==> config.mk <==
export PLATFORM = sky130hd
export DESIGN_NAME = idStage
export DESIGN_NICKNAME = d
export VERILOG_FILES = /design/src/idPkg.sv /design/src/branchUnit.sv /design/src/idControl.sv /design/src/idExReg.sv /design/src/idStage.sv /design/src/regFile.sv
export SDC_FILE = /design/constraint.sdc
export NUM_CORES = 2
export LEC_CHECK = 0
export BUFFER_PORTS_ARGS = -buffer_cell sky130_fd_sc_hd__buf_4
export CAP_MARGIN = 20
export CORE_MARGIN = 2
export CORE_UTILIZATION = 46
export CTS_CLUSTER_DIAMETER = 80
export DETAILED_ROUTE_END_ITERATION = 16
export PLACE_DENSITY = 0.64
export SYNTH_ARGS = -nofsm -noshare
export SYNTH_HDL_FRONTEND = slang
export SYNTH_SLANG_ARGS = --single-unit
==> constraint.sdc <==
create_clock -name CLK -period 4.4 [get_ports CLK]
set_clock_uncertainty 0.05 [all_clocks]
set_input_delay 0.44 -clock CLK [delete_from_list [all_inputs] [get_ports CLK]]
set_output_delay 0.44 -clock CLK [all_outputs]
set_load 0.01 [all_outputs]
==> src/idPkg.sv <==
/*
 * MIPS decode stage shared definitions
 * word and field types, opcode, funct and ALU-control encodings
 */
package idPkg;

	// -------------------------------------------------
	// widths and instruction field positions
	// -------------------------------------------------
	localparam int WORD_W = 32;
	localparam int REG_AW = 5;
	localparam int OP_LSB = 26;
	localparam int RS_LSB = 21;
	localparam int RT_LSB = 16;
	localparam int RD_LSB = 11;
	localparam int SH_LSB = 6;

	typedef logic [WORD_W-1:0] wordT;    // data, instruction, address
	typedef logic [REG_AW-1:0] regAddrT;
	typedef logic [5:0]        aluCtrlT;
	typedef logic [15:0]       immT;
	typedef logic [4:0]        shamtT;

	localparam int      NUM_REGS    = 32;
	localparam regAddrT LINK_REG    = 5'd31;
	localparam wordT    LINK_OFFSET = 32'd4;  // operand B on jal/jalr

	// -------------------------------------------------
	// primary opcodes
	// -------------------------------------------------
	localparam logic [5:0] OP_SPECIAL = 6'h00;
	localparam logic [5:0] OP_REGIMM  = 6'h01;
	localparam logic [5:0] OP_J       = 6'h02;
	localparam logic [5:0] OP_JAL     = 6'h03;
	localparam logic [5:0] OP_BEQ     = 6'h04;
	localparam logic [5:0] OP_BNE     = 6'h05;
	localparam logic [5:0] OP_BLEZ    = 6'h06;
	localparam logic [5:0] OP_BGTZ    = 6'h07;
	localparam logic [5:0] OP_ADDI    = 6'h08;
	localparam logic [5:0] OP_ADDIU   = 6'h09;
	localparam logic [5:0] OP_SLTI    = 6'h0a;
	localparam logic [5:0] OP_SLTIU   = 6'h0b;
	localparam logic [5:0] OP_ANDI    = 6'h0c;
	localparam logic [5:0] OP_ORI     = 6'h0d;
	localparam logic [5:0] OP_XORI    = 6'h0e;
	localparam logic [5:0] OP_LUI     = 6'h0f;
	localparam logic [5:0] OP_LB      = 6'h20;
	localparam logic [5:0] OP_LH      = 6'h21;
	localparam logic [5:0] OP_LW      = 6'h23;
	localparam logic [5:0] OP_LBU     = 6'h24;
	localparam logic [5:0] OP_LHU     = 6'h25;
	localparam logic [5:0] OP_SB      = 6'h28;
	localparam logic [5:0] OP_SH      = 6'h29;
	localparam logic [5:0] OP_SW      = 6'h2b;

	// SPECIAL funct field
	localparam logic [5:0] FN_SLL  = 6'h00;
	localparam logic [5:0] FN_SRL  = 6'h02;
	localparam logic [5:0] FN_SRA  = 6'h03;
	localparam logic [5:0] FN_SLLV = 6'h04;
	localparam logic [5:0] FN_SRLV = 6'h06;
	localparam logic [5:0] FN_SRAV = 6'h07;
	localparam logic [5:0] FN_JR   = 6'h08;
	localparam logic [5:0] FN_JALR = 6'h09;
	localparam logic [5:0] FN_ADD  = 6'h20;
	localparam logic [5:0] FN_ADDU = 6'h21;
	localparam logic [5:0] FN_SUB  = 6'h22;
	localparam logic [5:0] FN_SUBU = 6'h23;
	localparam logic [5:0] FN_AND  = 6'h24;
	localparam logic [5:0] FN_OR   = 6'h25;
	localparam logic [5:0] FN_XOR  = 6'h26;
	localparam logic [5:0] FN_NOR  = 6'h27;
	localparam logic [5:0] FN_SLT  = 6'h2a;
	localparam logic [5:0] FN_SLTU = 6'h2b;

	localparam logic [4:0] RT_BLTZ = 5'h00;  // REGIMM rt field
	localparam logic [4:0] RT_BGEZ = 5'h01;

	// -------------------------------------------------
	// ALU operation codes sent to execute
	// -------------------------------------------------
	localparam aluCtrlT ALU_ADD  = 6'd0;
	localparam aluCtrlT ALU_ADDU = 6'd1;
	localparam aluCtrlT ALU_SUB  = 6'd2;
	localparam aluCtrlT ALU_SUBU = 6'd3;
	localparam aluCtrlT ALU_AND  = 6'd4;
	localparam aluCtrlT ALU_OR   = 6'd5;
	localparam aluCtrlT ALU_XOR  = 6'd6;
	localparam aluCtrlT ALU_NOR  = 6'd7;
	localparam aluCtrlT ALU_SLT  = 6'd8;
	localparam aluCtrlT ALU_SLTU = 6'd9;
	localparam aluCtrlT ALU_SLL  = 6'd10;
	localparam aluCtrlT ALU_SRL  = 6'd11;
	localparam aluCtrlT ALU_SRA  = 6'd12;
	localparam aluCtrlT ALU_SLLV = 6'd13;
	localparam aluCtrlT ALU_SRLV = 6'd14;
	localparam aluCtrlT ALU_SRAV = 6'd15;
	localparam aluCtrlT ALU_LUI  = 6'd16;

endpackage

==> src/branchUnit.sv <==
/*
 * branch condition and next fetch address
 */
`timescale 1ns/1ps

module branchUnit (
	input  idPkg::wordT instr,
	input  idPkg::wordT pca,
	input  idPkg::wordT opA,
	input  idPkg::wordT opB,
	input  logic        jump,
	input  logic        jumpReg,
	input  logic        branch,
	output logic        taken,
	output idPkg::wordT nextAddr
);

	idPkg::wordT brOffset;
	idPkg::wordT brTarget;
	idPkg::wordT jTarget;
	logic        cond;
	logic        aZero;

	assign brOffset = {{14{instr[15]}}, instr[15:0], 2'b00};
	assign brTarget = pca + brOffset;
	assign jTarget  = {pca[31:28], instr[25:0], 2'b00};  // same 256MB region
	assign aZero    = (opA == '0);

	always_comb begin
		case (instr[idPkg::OP_LSB +: 6])
			idPkg::OP_BEQ:  cond = (opA == opB);
			idPkg::OP_BNE:  cond = (opA != opB);
			idPkg::OP_BLEZ: cond = opA[31] | aZero;
			idPkg::OP_BGTZ: cond = !opA[31] && !aZero;
			idPkg::OP_REGIMM: begin
				// bltz on sign bit set, bgez on sign bit clear
				if (instr[idPkg::RT_LSB +: 5] == idPkg::RT_BLTZ)
					cond = opA[31];
				else
					cond = !opA[31];
			end
			default: cond = 1'b0;
		endcase
	end

	assign taken = jump | (branch & cond);

	// -------------------------------------------------
	// next address, jr/jalr first
	// -------------------------------------------------
	always_comb begin
		if (jumpReg)
			nextAddr = opA;
		else if (jump)
			nextAddr = jTarget;
		else if (taken)
			nextAddr = brTarget;
		else
			nextAddr = pca;
	end

endmodule

==> src/idControl.sv <==
/*
 * main control decoder for the integer subset
 * instruction word to control levels, ALU code and destination register
 */
`timescale 1ns/1ps

module idControl (
	input  idPkg::wordT    instr,
	output logic           link,
	output logic           regDst,
	output logic           jump,
	output logic           jumpReg,
	output logic           branch,
	output logic           memRead,
	output logic           memToReg,
	output logic           memWrite,
	output logic           aluSrc,
	output logic           regWrite,
	output idPkg::aluCtrlT aluCtrl,
	output idPkg::regAddrT writeReg
);

	logic [5:0] opcode;
	logic [5:0] funct;
	logic [4:0] rtField;

	assign opcode  = instr[idPkg::OP_LSB +: 6];
	assign funct   = instr[5:0];
	assign rtField = instr[idPkg::RT_LSB +: 5];

	always_comb begin
		// unknown encodings fall through as a no-op
		link     = 1'b0;
		regDst   = 1'b0;
		jump     = 1'b0;
		jumpReg  = 1'b0;
		branch   = 1'b0;
		memRead  = 1'b0;
		memToReg = 1'b0;
		memWrite = 1'b0;
		aluSrc   = 1'b0;
		regWrite = 1'b0;
		aluCtrl  = idPkg::ALU_ADD;

		case (opcode)
			idPkg::OP_SPECIAL: begin
				regDst   = 1'b1;  // register ALU ops write rd
				regWrite = 1'b1;
				case (funct)
					idPkg::FN_SLL:  aluCtrl = idPkg::ALU_SLL;
					idPkg::FN_SRL:  aluCtrl = idPkg::ALU_SRL;
					idPkg::FN_SRA:  aluCtrl = idPkg::ALU_SRA;
					idPkg::FN_SLLV: aluCtrl = idPkg::ALU_SLLV;
					idPkg::FN_SRLV: aluCtrl = idPkg::ALU_SRLV;
					idPkg::FN_SRAV: aluCtrl = idPkg::ALU_SRAV;
					idPkg::FN_ADD:  aluCtrl = idPkg::ALU_ADD;
					idPkg::FN_ADDU: aluCtrl = idPkg::ALU_ADDU;
					idPkg::FN_SUB:  aluCtrl = idPkg::ALU_SUB;
					idPkg::FN_SUBU: aluCtrl = idPkg::ALU_SUBU;
					idPkg::FN_AND:  aluCtrl = idPkg::ALU_AND;
					idPkg::FN_OR:   aluCtrl = idPkg::ALU_OR;
					idPkg::FN_XOR:  aluCtrl = idPkg::ALU_XOR;
					idPkg::FN_NOR:  aluCtrl = idPkg::ALU_NOR;
					idPkg::FN_SLT:  aluCtrl = idPkg::ALU_SLT;
					idPkg::FN_SLTU: aluCtrl = idPkg::ALU_SLTU;
					idPkg::FN_JR: begin
						regDst   = 1'b0;
						regWrite = 1'b0;
						jump     = 1'b1;
						jumpReg  = 1'b1;
					end
					idPkg::FN_JALR: begin
						regDst  = 1'b0;  // return address goes to $31
						link    = 1'b1;
						jump    = 1'b1;
						jumpReg = 1'b1;
					end
					default: begin
						regDst   = 1'b0;
						regWrite = 1'b0;
					end
				endcase
			end
			idPkg::OP_REGIMM: begin
				branch = (rtField == idPkg::RT_BLTZ) || (rtField == idPkg::RT_BGEZ);
			end
			idPkg::OP_J: jump = 1'b1;
			idPkg::OP_JAL: begin
				jump     = 1'b1;
				link     = 1'b1;
				regWrite = 1'b1;
			end
			idPkg::OP_BEQ, idPkg::OP_BNE, idPkg::OP_BLEZ, idPkg::OP_BGTZ: branch = 1'b1;

			// -------------------------------------------------
			// immediates, loads and stores
			// -------------------------------------------------
			idPkg::OP_ADDI, idPkg::OP_ADDIU, idPkg::OP_SLTI, idPkg::OP_SLTIU,
			idPkg::OP_ANDI, idPkg::OP_ORI, idPkg::OP_XORI, idPkg::OP_LUI: begin
				aluSrc   = 1'b1;
				regWrite = 1'b1;
				case (opcode)
					idPkg::OP_ADDIU: aluCtrl = idPkg::ALU_ADDU;
					idPkg::OP_SLTI:  aluCtrl = idPkg::ALU_SLT;
					idPkg::OP_SLTIU: aluCtrl = idPkg::ALU_SLTU;
					idPkg::OP_ANDI:  aluCtrl = idPkg::ALU_AND;
					idPkg::OP_ORI:   aluCtrl = idPkg::ALU_OR;
					idPkg::OP_XORI:  aluCtrl = idPkg::ALU_XOR;
					idPkg::OP_LUI:   aluCtrl = idPkg::ALU_LUI;
					default:         aluCtrl = idPkg::ALU_ADD;  // addi
				endcase
			end
			idPkg::OP_LB, idPkg::OP_LH, idPkg::OP_LW, idPkg::OP_LBU, idPkg::OP_LHU: begin
				memRead  = 1'b1;
				memToReg = 1'b1;
				aluSrc   = 1'b1;  // address = rs + offset
				regWrite = 1'b1;
			end
			idPkg::OP_SB, idPkg::OP_SH, idPkg::OP_SW: begin
				memWrite = 1'b1;
				aluSrc   = 1'b1;
			end
			default: ;
		endcase
	end

	// rd, else $31 for links, else rt
	assign writeReg = regDst ? instr[idPkg::RD_LSB +: 5]
		: (link ? idPkg::LINK_REG : instr[idPkg::RT_LSB +: 5]);

endmodule

==> src/idExReg.sv <==
/*
 * ID/EX pipeline register
 * link operand substitution, held while freeze is high
 */
`timescale 1ns/1ps

module idExReg (
	input  logic           CLK,
	input  logic           RESET,
	input  logic           freeze,
	input  idPkg::wordT    instr,
	input  idPkg::wordT    pca,
	input  idPkg::wordT    rsData,
	input  idPkg::wordT    rtData,
	input  idPkg::wordT    destData,
	input  logic           link,
	input  logic           memRead,
	input  logic           memToReg,
	input  logic           memWrite,
	input  logic           aluSrc,
	input  logic           regWrite,
	input  idPkg::aluCtrlT aluCtrl,
	input  idPkg::regAddrT writeReg,
	input  logic           taken,
	output idPkg::wordT    instrQ,
	output idPkg::wordT    operandA,
	output idPkg::wordT    operandB,
	output idPkg::wordT    readDataA,
	output idPkg::wordT    readDataB,
	output idPkg::wordT    destValue,
	output idPkg::regAddrT readRegA,
	output idPkg::regAddrT readRegB,
	output idPkg::regAddrT writeRegQ,
	output idPkg::shamtT   shamt,
	output idPkg::immT     imm,
	output idPkg::aluCtrlT aluCtrlQ,
	output logic           aluSrcQ,
	output logic           memReadQ,
	output logic           memWriteQ,
	output logic           memToRegQ,
	output logic           doWriteback,
	output logic           takenQ
);

	always_ff @(posedge CLK or negedge RESET) begin
		if (!RESET) begin
			instrQ      <= '0;
			operandA    <= '0;
			operandB    <= '0;
			readDataA   <= '0;
			readDataB   <= '0;
			destValue   <= '0;
			readRegA    <= '0;
			readRegB    <= '0;
			writeRegQ   <= '0;
			shamt       <= '0;
			imm         <= '0;
			aluCtrlQ    <= idPkg::ALU_ADD;
			aluSrcQ     <= 1'b0;
			memReadQ    <= 1'b0;
			memWriteQ   <= 1'b0;
			memToRegQ   <= 1'b0;
			doWriteback <= 1'b0;
			takenQ      <= 1'b0;
		end else if (!freeze) begin
			instrQ    <= instr;
			// links compute pc+4 + 0 + 4 ... return address in the ALU
			operandA  <= link ? pca : rsData;
			operandB  <= link ? idPkg::LINK_OFFSET : rtData;
			readDataA <= rsData;
			readDataB <= rtData;
			destValue <= destData;
			readRegA  <= link ? '0 : instr[idPkg::RS_LSB +: 5];
			readRegB  <= (link || aluSrc) ? '0 : instr[idPkg::RT_LSB +: 5];
			writeRegQ <= writeReg;
			shamt     <= instr[idPkg::SH_LSB +: 5];
			imm       <= instr[15:0];
			aluCtrlQ  <= aluCtrl;
			aluSrcQ   <= aluSrc;
			memReadQ  <= memRead;
			memWriteQ <= memWrite;
			memToRegQ <= memToReg;
			doWriteback <= regWrite | memToReg;
			takenQ    <= taken;
		end
	end

endmodule

==> src/idStage.sv <==
/*
 * MIPS instruction decode stage top
 * register file, decoder, branch unit and ID/EX register
 */
`timescale 1ns/1ps

module idStage (
	input  logic           CLK,
	input  logic           RESET,
	input  logic           freeze,
	input  idPkg::wordT    instr,
	input  idPkg::wordT    pca,          // pc+4 of instr
	input  logic           wbWe,
	input  idPkg::regAddrT wbAddr,
	input  idPkg::wordT    wbData,
	output idPkg::wordT    nextAddr,
	output idPkg::wordT    instrQ,
	output idPkg::wordT    operandA,
	output idPkg::wordT    operandB,
	output idPkg::wordT    readDataA,
	output idPkg::wordT    readDataB,
	output idPkg::wordT    destValue,
	output idPkg::regAddrT readRegA,
	output idPkg::regAddrT readRegB,
	output idPkg::regAddrT writeRegQ,
	output idPkg::shamtT   shamt,
	output idPkg::immT     imm,
	output idPkg::aluCtrlT aluCtrlQ,
	output logic           aluSrcQ,
	output logic           memReadQ,
	output logic           memWriteQ,
	output logic           memToRegQ,
	output logic           doWriteback,
	output logic           takenQ
);

	idPkg::wordT    rsData;
	idPkg::wordT    rtData;
	idPkg::wordT    destData;
	idPkg::aluCtrlT aluCtrl;
	idPkg::regAddrT writeReg;
	logic           link;
	logic           jump;
	logic           jumpReg;
	logic           branch;
	logic           memRead;
	logic           memToReg;
	logic           memWrite;
	logic           aluSrc;
	logic           regWrite;
	logic           taken;

	// -------------------------------------------------
	// decode, same cycle
	// -------------------------------------------------
	regFile rf0 (
		.CLK    (CLK),
		.RESET  (RESET),
		.we     (wbWe),
		.wAddr  (wbAddr),
		.wData  (wbData),
		.rAddrA (instr[idPkg::RS_LSB +: 5]),
		.rAddrB (instr[idPkg::RT_LSB +: 5]),
		.rAddrD (writeReg),
		.rDataA (rsData),
		.rDataB (rtData),
		.rDataD (destData)
	);

	idControl ctl0 (
		.instr    (instr),
		.link     (link),
		.regDst   (),  // only steers writeReg inside the decoder
		.jump     (jump),
		.jumpReg  (jumpReg),
		.branch   (branch),
		.memRead  (memRead),
		.memToReg (memToReg),
		.memWrite (memWrite),
		.aluSrc   (aluSrc),
		.regWrite (regWrite),
		.aluCtrl  (aluCtrl),
		.writeReg (writeReg)
	);

	branchUnit bu0 (
		.instr    (instr),
		.pca      (pca),
		.opA      (rsData),
		.opB      (rtData),
		.jump     (jump),
		.jumpReg  (jumpReg),
		.branch   (branch),
		.taken    (taken),
		.nextAddr (nextAddr)
	);

	idExReg pr0 (
		.CLK         (CLK),
		.RESET       (RESET),
		.freeze      (freeze),
		.instr       (instr),
		.pca         (pca),
		.rsData      (rsData),
		.rtData      (rtData),
		.destData    (destData),
		.link        (link),
		.memRead     (memRead),
		.memToReg    (memToReg),
		.memWrite    (memWrite),
		.aluSrc      (aluSrc),
		.regWrite    (regWrite),
		.aluCtrl     (aluCtrl),
		.writeReg    (writeReg),
		.taken       (taken),
		.instrQ      (instrQ),
		.operandA    (operandA),
		.operandB    (operandB),
		.readDataA   (readDataA),
		.readDataB   (readDataB),
		.destValue   (destValue),
		.readRegA    (readRegA),
		.readRegB    (readRegB),
		.writeRegQ   (writeRegQ),
		.shamt       (shamt),
		.imm         (imm),
		.aluCtrlQ    (aluCtrlQ),
		.aluSrcQ     (aluSrcQ),
		.memReadQ    (memReadQ),
		.memWriteQ   (memWriteQ),
		.memToRegQ   (memToRegQ),
		.doWriteback (doWriteback),
		.takenQ      (takenQ)
	);

endmodule

==> src/regFile.sv <==
/*
 * register file, 32 x 32 bit
 * one write port, three combinational read ports, $0 reads zero
 */
`timescale 1ns/1ps

module regFile (
	input  logic           CLK,
	input  logic           RESET,
	input  logic           we,
	input  idPkg::regAddrT wAddr,
	input  idPkg::wordT    wData,
	input  idPkg::regAddrT rAddrA,
	input  idPkg::regAddrT rAddrB,
	input  idPkg::regAddrT rAddrD,
	output idPkg::wordT    rDataA,
	output idPkg::wordT    rDataB,
	output idPkg::wordT    rDataD
);

	idPkg::wordT regs [idPkg::NUM_REGS];

	always_ff @(posedge CLK or negedge RESET) begin
		if (!RESET) begin
			for (int i = 0; i < idPkg::NUM_REGS; i++) begin
				regs[i] <= '0;
			end
		end else if (we && (wAddr != '0)) begin  // writes to $0 dropped
			regs[wAddr] <= wData;
		end
	end

	// no bypass, a write shows up the cycle after its edge
	assign rDataA = (rAddrA == '0) ? '0 : regs[rAddrA];
	assign rDataB = (rAddrB == '0) ? '0 : regs[rAddrB];
	assign rDataD = (rAddrD == '0) ? '0 : regs[rAddrD];  // old dest value

endmodule
Word level (Yosys, flattened, before mapping)

Index checks and enable logic that the tools add are counted.

Input port bits: 105
Register bits after elaboration: 1263

Mux-type cells: 42
Bitwise logic cells: 8
Equality and inequality tests: 43
Reductions and logical operators: 24
$lt $le $gt $ge: 5
Add/sub/neg operators: 1

Operator list:

| kind                                                                  | number |
|---|---|
| 1024-bit bitwise mux                                                  | 1 |
| 32-bit binary-select mux with 5-bit select                            | 3 |
| 32-bit 2-to-1 mux                                                     | 15 |
| 32-bit demux with 5-bit select                                        | 1 |
| 6-bit equality test, second input constant                            | 18 |
| 6-bit by 4-bit equality test with 1-bit output, second input constant | 10 |
| 4-bit case mux with 15 select lines                                   | 1 |
| 6-bit by 3-bit equality test with 1-bit output, second input constant | 7 |
| 5-bit case mux with 7 select lines                                    | 1 |
| 32-bit adder                                                          | 1 |
| 32-bit equality test                                                  | 1 |
| 32-bit zero test                                                      | 1 |
| 32-bit inequality test                                                | 1 |
| 16-bit OR reduction                                                   | 2 |
| 6-bit by 2-bit equality test with 1-bit output, second input constant | 4 |
| 6-bit >= comparator, second input constant                            | 4 |
| 5-bit NOT with 6-bit output                                           | 4 |
| 5-bit 2-to-1 mux                                                      | 4 |
| 17-bit OR reduction                                                   | 1 |
| 5-bit zero test                                                       | 3 |
| 14-bit OR reduction                                                   | 1 |
| 6-bit zero test                                                       | 2 |
| 6-bit case mux with 2 select lines                                    | 1 |
| 1-bit 2-to-1 mux                                                      | 10 |
| 16 further kinds                                                      | 26 |

Longest topological paths before layout

Depth after elaboration: 14
Gate-level depth with buffers: 22
Gate-level depth less buffers: 15

By module

From an unflattened synthesis, not the netlist that was laid out.

Cell total of the unflattened synthesis: 5344
Area, all modules: 75003.2 um2

By module, submodules not included:

| module     | times used | area each (um2) | cells each |
|---|---|---|---|
| regFile    | 1          | 62357.3         | 4204 |
| idExReg    | 1          | 9195.1          | 645 |
| branchUnit | 1          | 2946.6          | 420 |
| idControl  | 1          | 504.2           | 75 |

Least setup slack after synthesis

No wires, ideal clock.

Kind: input -> output
Start: input instr[21]
End: output nextAddr[25]
Buffers on the path: 8
Path slack: -0.364 ns
Stages on the path: 19
Arrival time: 4.274 ns
Cells stage by stage: buf_6 > buf_12 > buf_12 > buf_12 > buf_6 > buf_8 > buf_8 > buf_6 > mux4_2 > a2111oi_1 > a211oi_2 > xnor2_1 > nand4_1 > nor4_1 > and3_1 > nand2b_1 > xor2_1 > a2111o_1 > a32oi_1

Word-level cells in the longest chain between the ends: 14
Elaborated cells on any way between the ends: 20
Classes of those cells: 2 x eq/ne; 9 x mux; 4 x bitwise; 5 x reduce/logical

RTL lines:

| element                                               | line             | source |
|---|---|---|
| start: declaration                                    | idStage.sv:11    | `input idPkg::wordT instr,` |
| 5-bit NOT with 6-bit output (not written as such)     | regFile.sv:34    | `assign rDataA = (rAddrA == '0) ? '0 : regs[rAddrA];` |
| 32-bit binary-select mux with 5-bit select            | regFile.sv:34    |  |
| 32-bit 2-to-1 mux (not written as such) (2 in series) | regFile.sv:34    |  |
| 32-bit 2-to-1 mux (*)                                 | regFile.sv:34    |  |
| 32-bit zero test                                      | branchUnit.sv:27 | `assign aZero = (opA == '0);` |
| 1-bit zero test                                       | branchUnit.sv:34 | `idPkg::OP_BGTZ: cond = !opA[31] && !aZero;` |
| 1-bit logical AND                                     | branchUnit.sv:34 |  |
| 1-bit case mux with 5 select lines                    | branchUnit.sv:30 | `case (instr[idPkg::OP_LSB +: 6])` |
| 1-bit AND                                             | branchUnit.sv:46 | `assign taken = jump \| (branch & cond);` |
| 1-bit bitwise OR                                      | branchUnit.sv:46 |  |
| 32-bit 2-to-1 mux                                     | branchUnit.sv:56 | `else if (taken)` |
| 32-bit 2-to-1 mux                                     | branchUnit.sv:54 | `else if (jump)` |
| 32-bit 2-to-1 mux (*)                                 | branchUnit.sv:52 | `if (jumpReg)` |
| end: declaration                                      | idStage.sv:16    | `output idPkg::wordT nextAddr,` |

Mark *: on every way between the ends. The rest lies on a longest branch, timed or not. The select of a mux whose other input is x is not followed.

Final worst setup path

Start: input instr[16]
End: output nextAddr[3]

Word-level cells in the longest chain between the ends: 12
Elaborated cells on any way between the ends: 18
Classes of those cells: 3 x eq/ne; 10 x mux; 3 x bitwise; 2 x reduce/logical

RTL lines:

| element                                                        | line                               | source |
|---|---|---|
| 5-bit NOT with 6-bit output (not written as such)              | regFile.sv:35                      | `assign rDataB = (rAddrB == '0) ? '0 : regs[rAddrB];` |
| 32-bit binary-select mux with 5-bit select                     | regFile.sv:35                      |  |
| 32-bit 2-to-1 mux (not written as such) (2 in series)          | regFile.sv:35                      |  |
| 32-bit 2-to-1 mux                                              | regFile.sv:35                      |  |
| 32-bit inequality test or 32-bit equality test (tied branches) | branchUnit.sv:32, branchUnit.sv:31 |  |
| 1-bit case mux with 5 select lines                             | branchUnit.sv:30                   |  |
| 1-bit AND (*)                                                  | branchUnit.sv:46                   |  |
| 1-bit bitwise OR (*)                                           | branchUnit.sv:46                   |  |
| 32-bit 2-to-1 mux (*)                                          | branchUnit.sv:56                   |  |
| 32-bit 2-to-1 mux (*)                                          | branchUnit.sv:54                   |  |
| 32-bit 2-to-1 mux (*)                                          | branchUnit.sv:52                   |  |

Marks and branches as above.

==> flow_summary.ini <==
[worst_setup_path]
setup.worst_path.class = primary input to output pin
cpPeakStageDelay_ps = 570
worstPathRequired_ps = 3910
crit_chain = buf_8 -> buf_12 -> or3b_2 -> buf_4 -> o22ai_1 -> o22ai_1 -> a211oi_1 -> buf_4 -> xor2_1 -> buf_4 -> nand4_1 -> nor4_4 -> buf_4 -> nand4_1 -> o211ai_4 -> buf_12 -> buf_6 -> buf_6 -> mux2i_2 -> a211oi_2 -> a21oi_1 -> buf_4
critPathArrivalTime_ps = 4750
critical_path.startpoint_type = primary input
path_delay_family = buffers and inverters
path_buf_inv = 10
cp_common_cell = buf_4
cp_max_fo = 13
endpoint_kind = output pin
slowest_stage = or3b_2
reg2reg_depth = 13
worstSetupPathDepth = 22

[floorplanning]
fp.dieH_um = 408
io_pins = 377
dieArea_um2 = 167000
start_util = 0.463
core_um2 = 162000
die_w_um = 408
fp-row-count = 148

[sta]
max_freq_mhz = 191
setup_viol = 30
slew_headroom = 0.185
report.final.slew_viol_count = 0
rsz0062_at_grt = yes
hold_violations = 0
tightest_slew_ps = 1220
whs_ps = 57.8
fin_crit_ps = 5240
setup_ws_ps = -839
finalCritPeriodShare = 1.19

[outcome]
violations = negative setup slack
status = finished, violations left

[pwr]
irDropWorstVdd_mv = 0.427
powerDensity_nw_per_um2 = 416
p_leak_nw = 40.6

[yosys]
yosys.area.top_type = dfrtp_1
postSynthAreaPerCell_um2 = 10.8
synth_ff_type = dfrtp_1
synthArstFlopShare = 1.00
yosysSeqAreaShare = 0.413
synth_top_area_frac = 0.413
syn-num-nets = 7088
synth_area_leaders = dfrtp_1 41%, mux2_2 16%, mux4_2 11%, nand2_1 6.3%, mux2i_1 4.3%
synth-edff-count = 0
ys_seq_elements = 1241
netlist_area_um2 = 75100
syn-instance-count = 6953
ys_types = 86
yosysWarnings = 0

[grt]
grt_max_degree = 165
grt-ovfl-total = 0
track_usage = 0.371
grt_pass1_vias = 64700
grt_pass1_wl_mm = 456
antenna_found_initial = 13

[route]
vias = 66900
wl_per_cell_um = 31.8
totalWireLength_mm = 315
drt_first_pass_iters = 8
drt_iter0_markers = 10300
ant_nets = 0
drc = 0
viasPerCell = 6.75

[layout]
final_nets = 7748
final_cells = 9906
drive_above_1_share = 0.396
fill_cells = 13500
final_area_um2 = 92500
synthToLayoutAreaGrowth_pct = 23.1
mostFrequentLayoutCell = nand2_1
fin_util = 0.570
final_cell_mix = 1251 x nand2_1, 1241 x dfrtp_1, 1054 x buf_4, 1040 x mux2_2, 358 x mux4_2

[worst_hold_path]
whs_path_depth = 3
hp-class = primary input to flop

[clock_tree]
root_buffer = clkbuf_16
clkTransAtPathRegs_ps = 60
clk_path_buf_depth = 3
cts_tree = done
cts_max_level = 4
cts_buffers = 141
clock_sinks = 1241
clk_latency_ps = 820

[run]
cap_violations = 0

[placed_design]
place_congestion = 0.962
dp_hpwl_mm = 205
placed_cells = 9558
port_buffers = 375
place_area_um2 = 86000
layer usage:
layer,GRT usage,up-vias,wire length (um),part of all wire
li1,-,27200,-,-
met1,0.489,33700,119000,0.38
met2,0.536,4858,135000,0.43
met3,0.114,1121,40000,0.13
met4,0.218,10,21200,0.067
met5,0,-,68,0.00022
synth_stat cells (11+ instances only):
cell type / count
nand3_1: 270
and3_1: 132
a2111oi_0: 70
nor3_1: 24
inv_1: 19
o221ai_1: 57
mux2_2: 1042
buf_4: 46
mux2i_1: 323
nand2_1: 1267
nand2b_1: 18
nor4_1: 11
nor2b_1: 24
a21oi_1: 165
buf_6: 13
or3_1: 38
xor2_1: 32
o31ai_1: 26
mux4_2: 358
a22o_1: 81
and2_1: 16
a22oi_1: 30
o21ai_0: 182
xnor2_1: 25
a31oi_1: 75
o22ai_1: 120
dfrtp_1: 1241
buf_2: 92
a211oi_1: 54
nor2_1: 88
a311oi_1: 193
a211o_1: 24
buf_1: 91
ha_1: 29
nand4_1: 20
o21ai_1: 11
clkbuf_1: 527
timing repair:
item / 4_1_cts / 5_1_grt
pin swaps: 57 / 33
hold endpoints to repair: 135 / 0
setup buffers: 32 / 8
setup endpoints to repair: 30 / 31
hold buffers: 48 / 0
cloned: 3 / 0
resized for setup: 145 / 46
kinds of logic (layout without fill, tap and decap cells):
| family | after synthesis | after routing | synth area share |
|---|---|---|---|
| simple gates | 1943 | 1943 | 0.113 |
| mux | 1723 | 1723 | 0.306 |
| flops | 1241 | 1241 | 0.413 |
| compound gates | 1159 | 1159 | 0.109 |
| buf+inv | 799 | 1564 | 0.0464 |
| xor+xnor | 57 | 57 | 0.00664 |
| fa+ha+maj | 30 | 30 | 0.00510 |
| other cells | 1 | 14 | 0.0000499 |
metrics by stage:
step                      setup TNS [ps]  setup slack [ps]  total power [mW]
after global routing              -23870              -905              39.9
after CTS                         -20050              -763              38.2
final                             -22250              -839              38.5
after global placement            -34690             -1420              25.3
after floorplan                    -2970              -169              21.0
after detailed placement          -31790             -1330              25.7
worst reg2reg max path, delay by kind of cell, from the launching register on:
family                 cells  cell delay [ps]
flip-flops                 1              420
multiplexers               1              500
AND/OR/NAND/NOR            4              920
XOR/XNOR                   2              190
AO/OA/AOI/OAI              5             1180
buffers and inverters      1              170
cell type report:
type | instances | area, um2 | area share
Clock inverter | 47 | 573 | 0.00620
Clock buffer | 201 | 4160 | 0.0450
Timing Repair Buffer | 1294 | 12100 | 0.131
Inverter | 22 | 82.6 | 0.000893
Tap cell | 2175 | 2720 | 0.0294
Antenna cell | 13 | 32.5 | 0.000352
Sequential cell | 1241 | 31100 | 0.336
Multi-Input combinational cell | 4913 | 41800 | 0.452
report_power, final:
| group | switching, mW | leakage (nW) | internal, mW |
|---|---|---|---|
| clock network | 5.10 | 2.33 | 7.22 |
| registers | 2.00 | 15.9 | 13.5 |
| logic | 5.08 | 22.4 | 5.59 |
path summary, 6_finish.rpt:
check	startpoint	slack, ps	end
setup reg to reg	rf0.regs[583]	850	pr0.takenQ
hold / removal	instr[31]	60	pr0.instrQ[31]
min in group asynchronous	RESET	200	pr0.operandA[26]
hold reg to reg	rf0.regs[1012]	380	rf0.regs[1012]
setup / recovery	instr[16]	-840	nextAddr[3]
max in group asynchronous	RESET	2720	rf0.regs[788]
registers in the layout (all words and copies together) (netlist names):
name	count
pr0.aluCtrlQ	5
pr0.aluSrcQ	1
pr0.destValue	32
pr0.doWriteback	1
pr0.instrQ	32
pr0.memToRegQ	1
pr0.memWriteQ	1
pr0.operandA	32
pr0.operandB	32
pr0.readDataA	32
pr0.readDataB	32
pr0.readRegA	5
pr0.readRegB	5
pr0.takenQ	1
pr0.writeRegQ	5
rf0.regs	1024
Note: power is estimated with default switching activity, not from simulation.
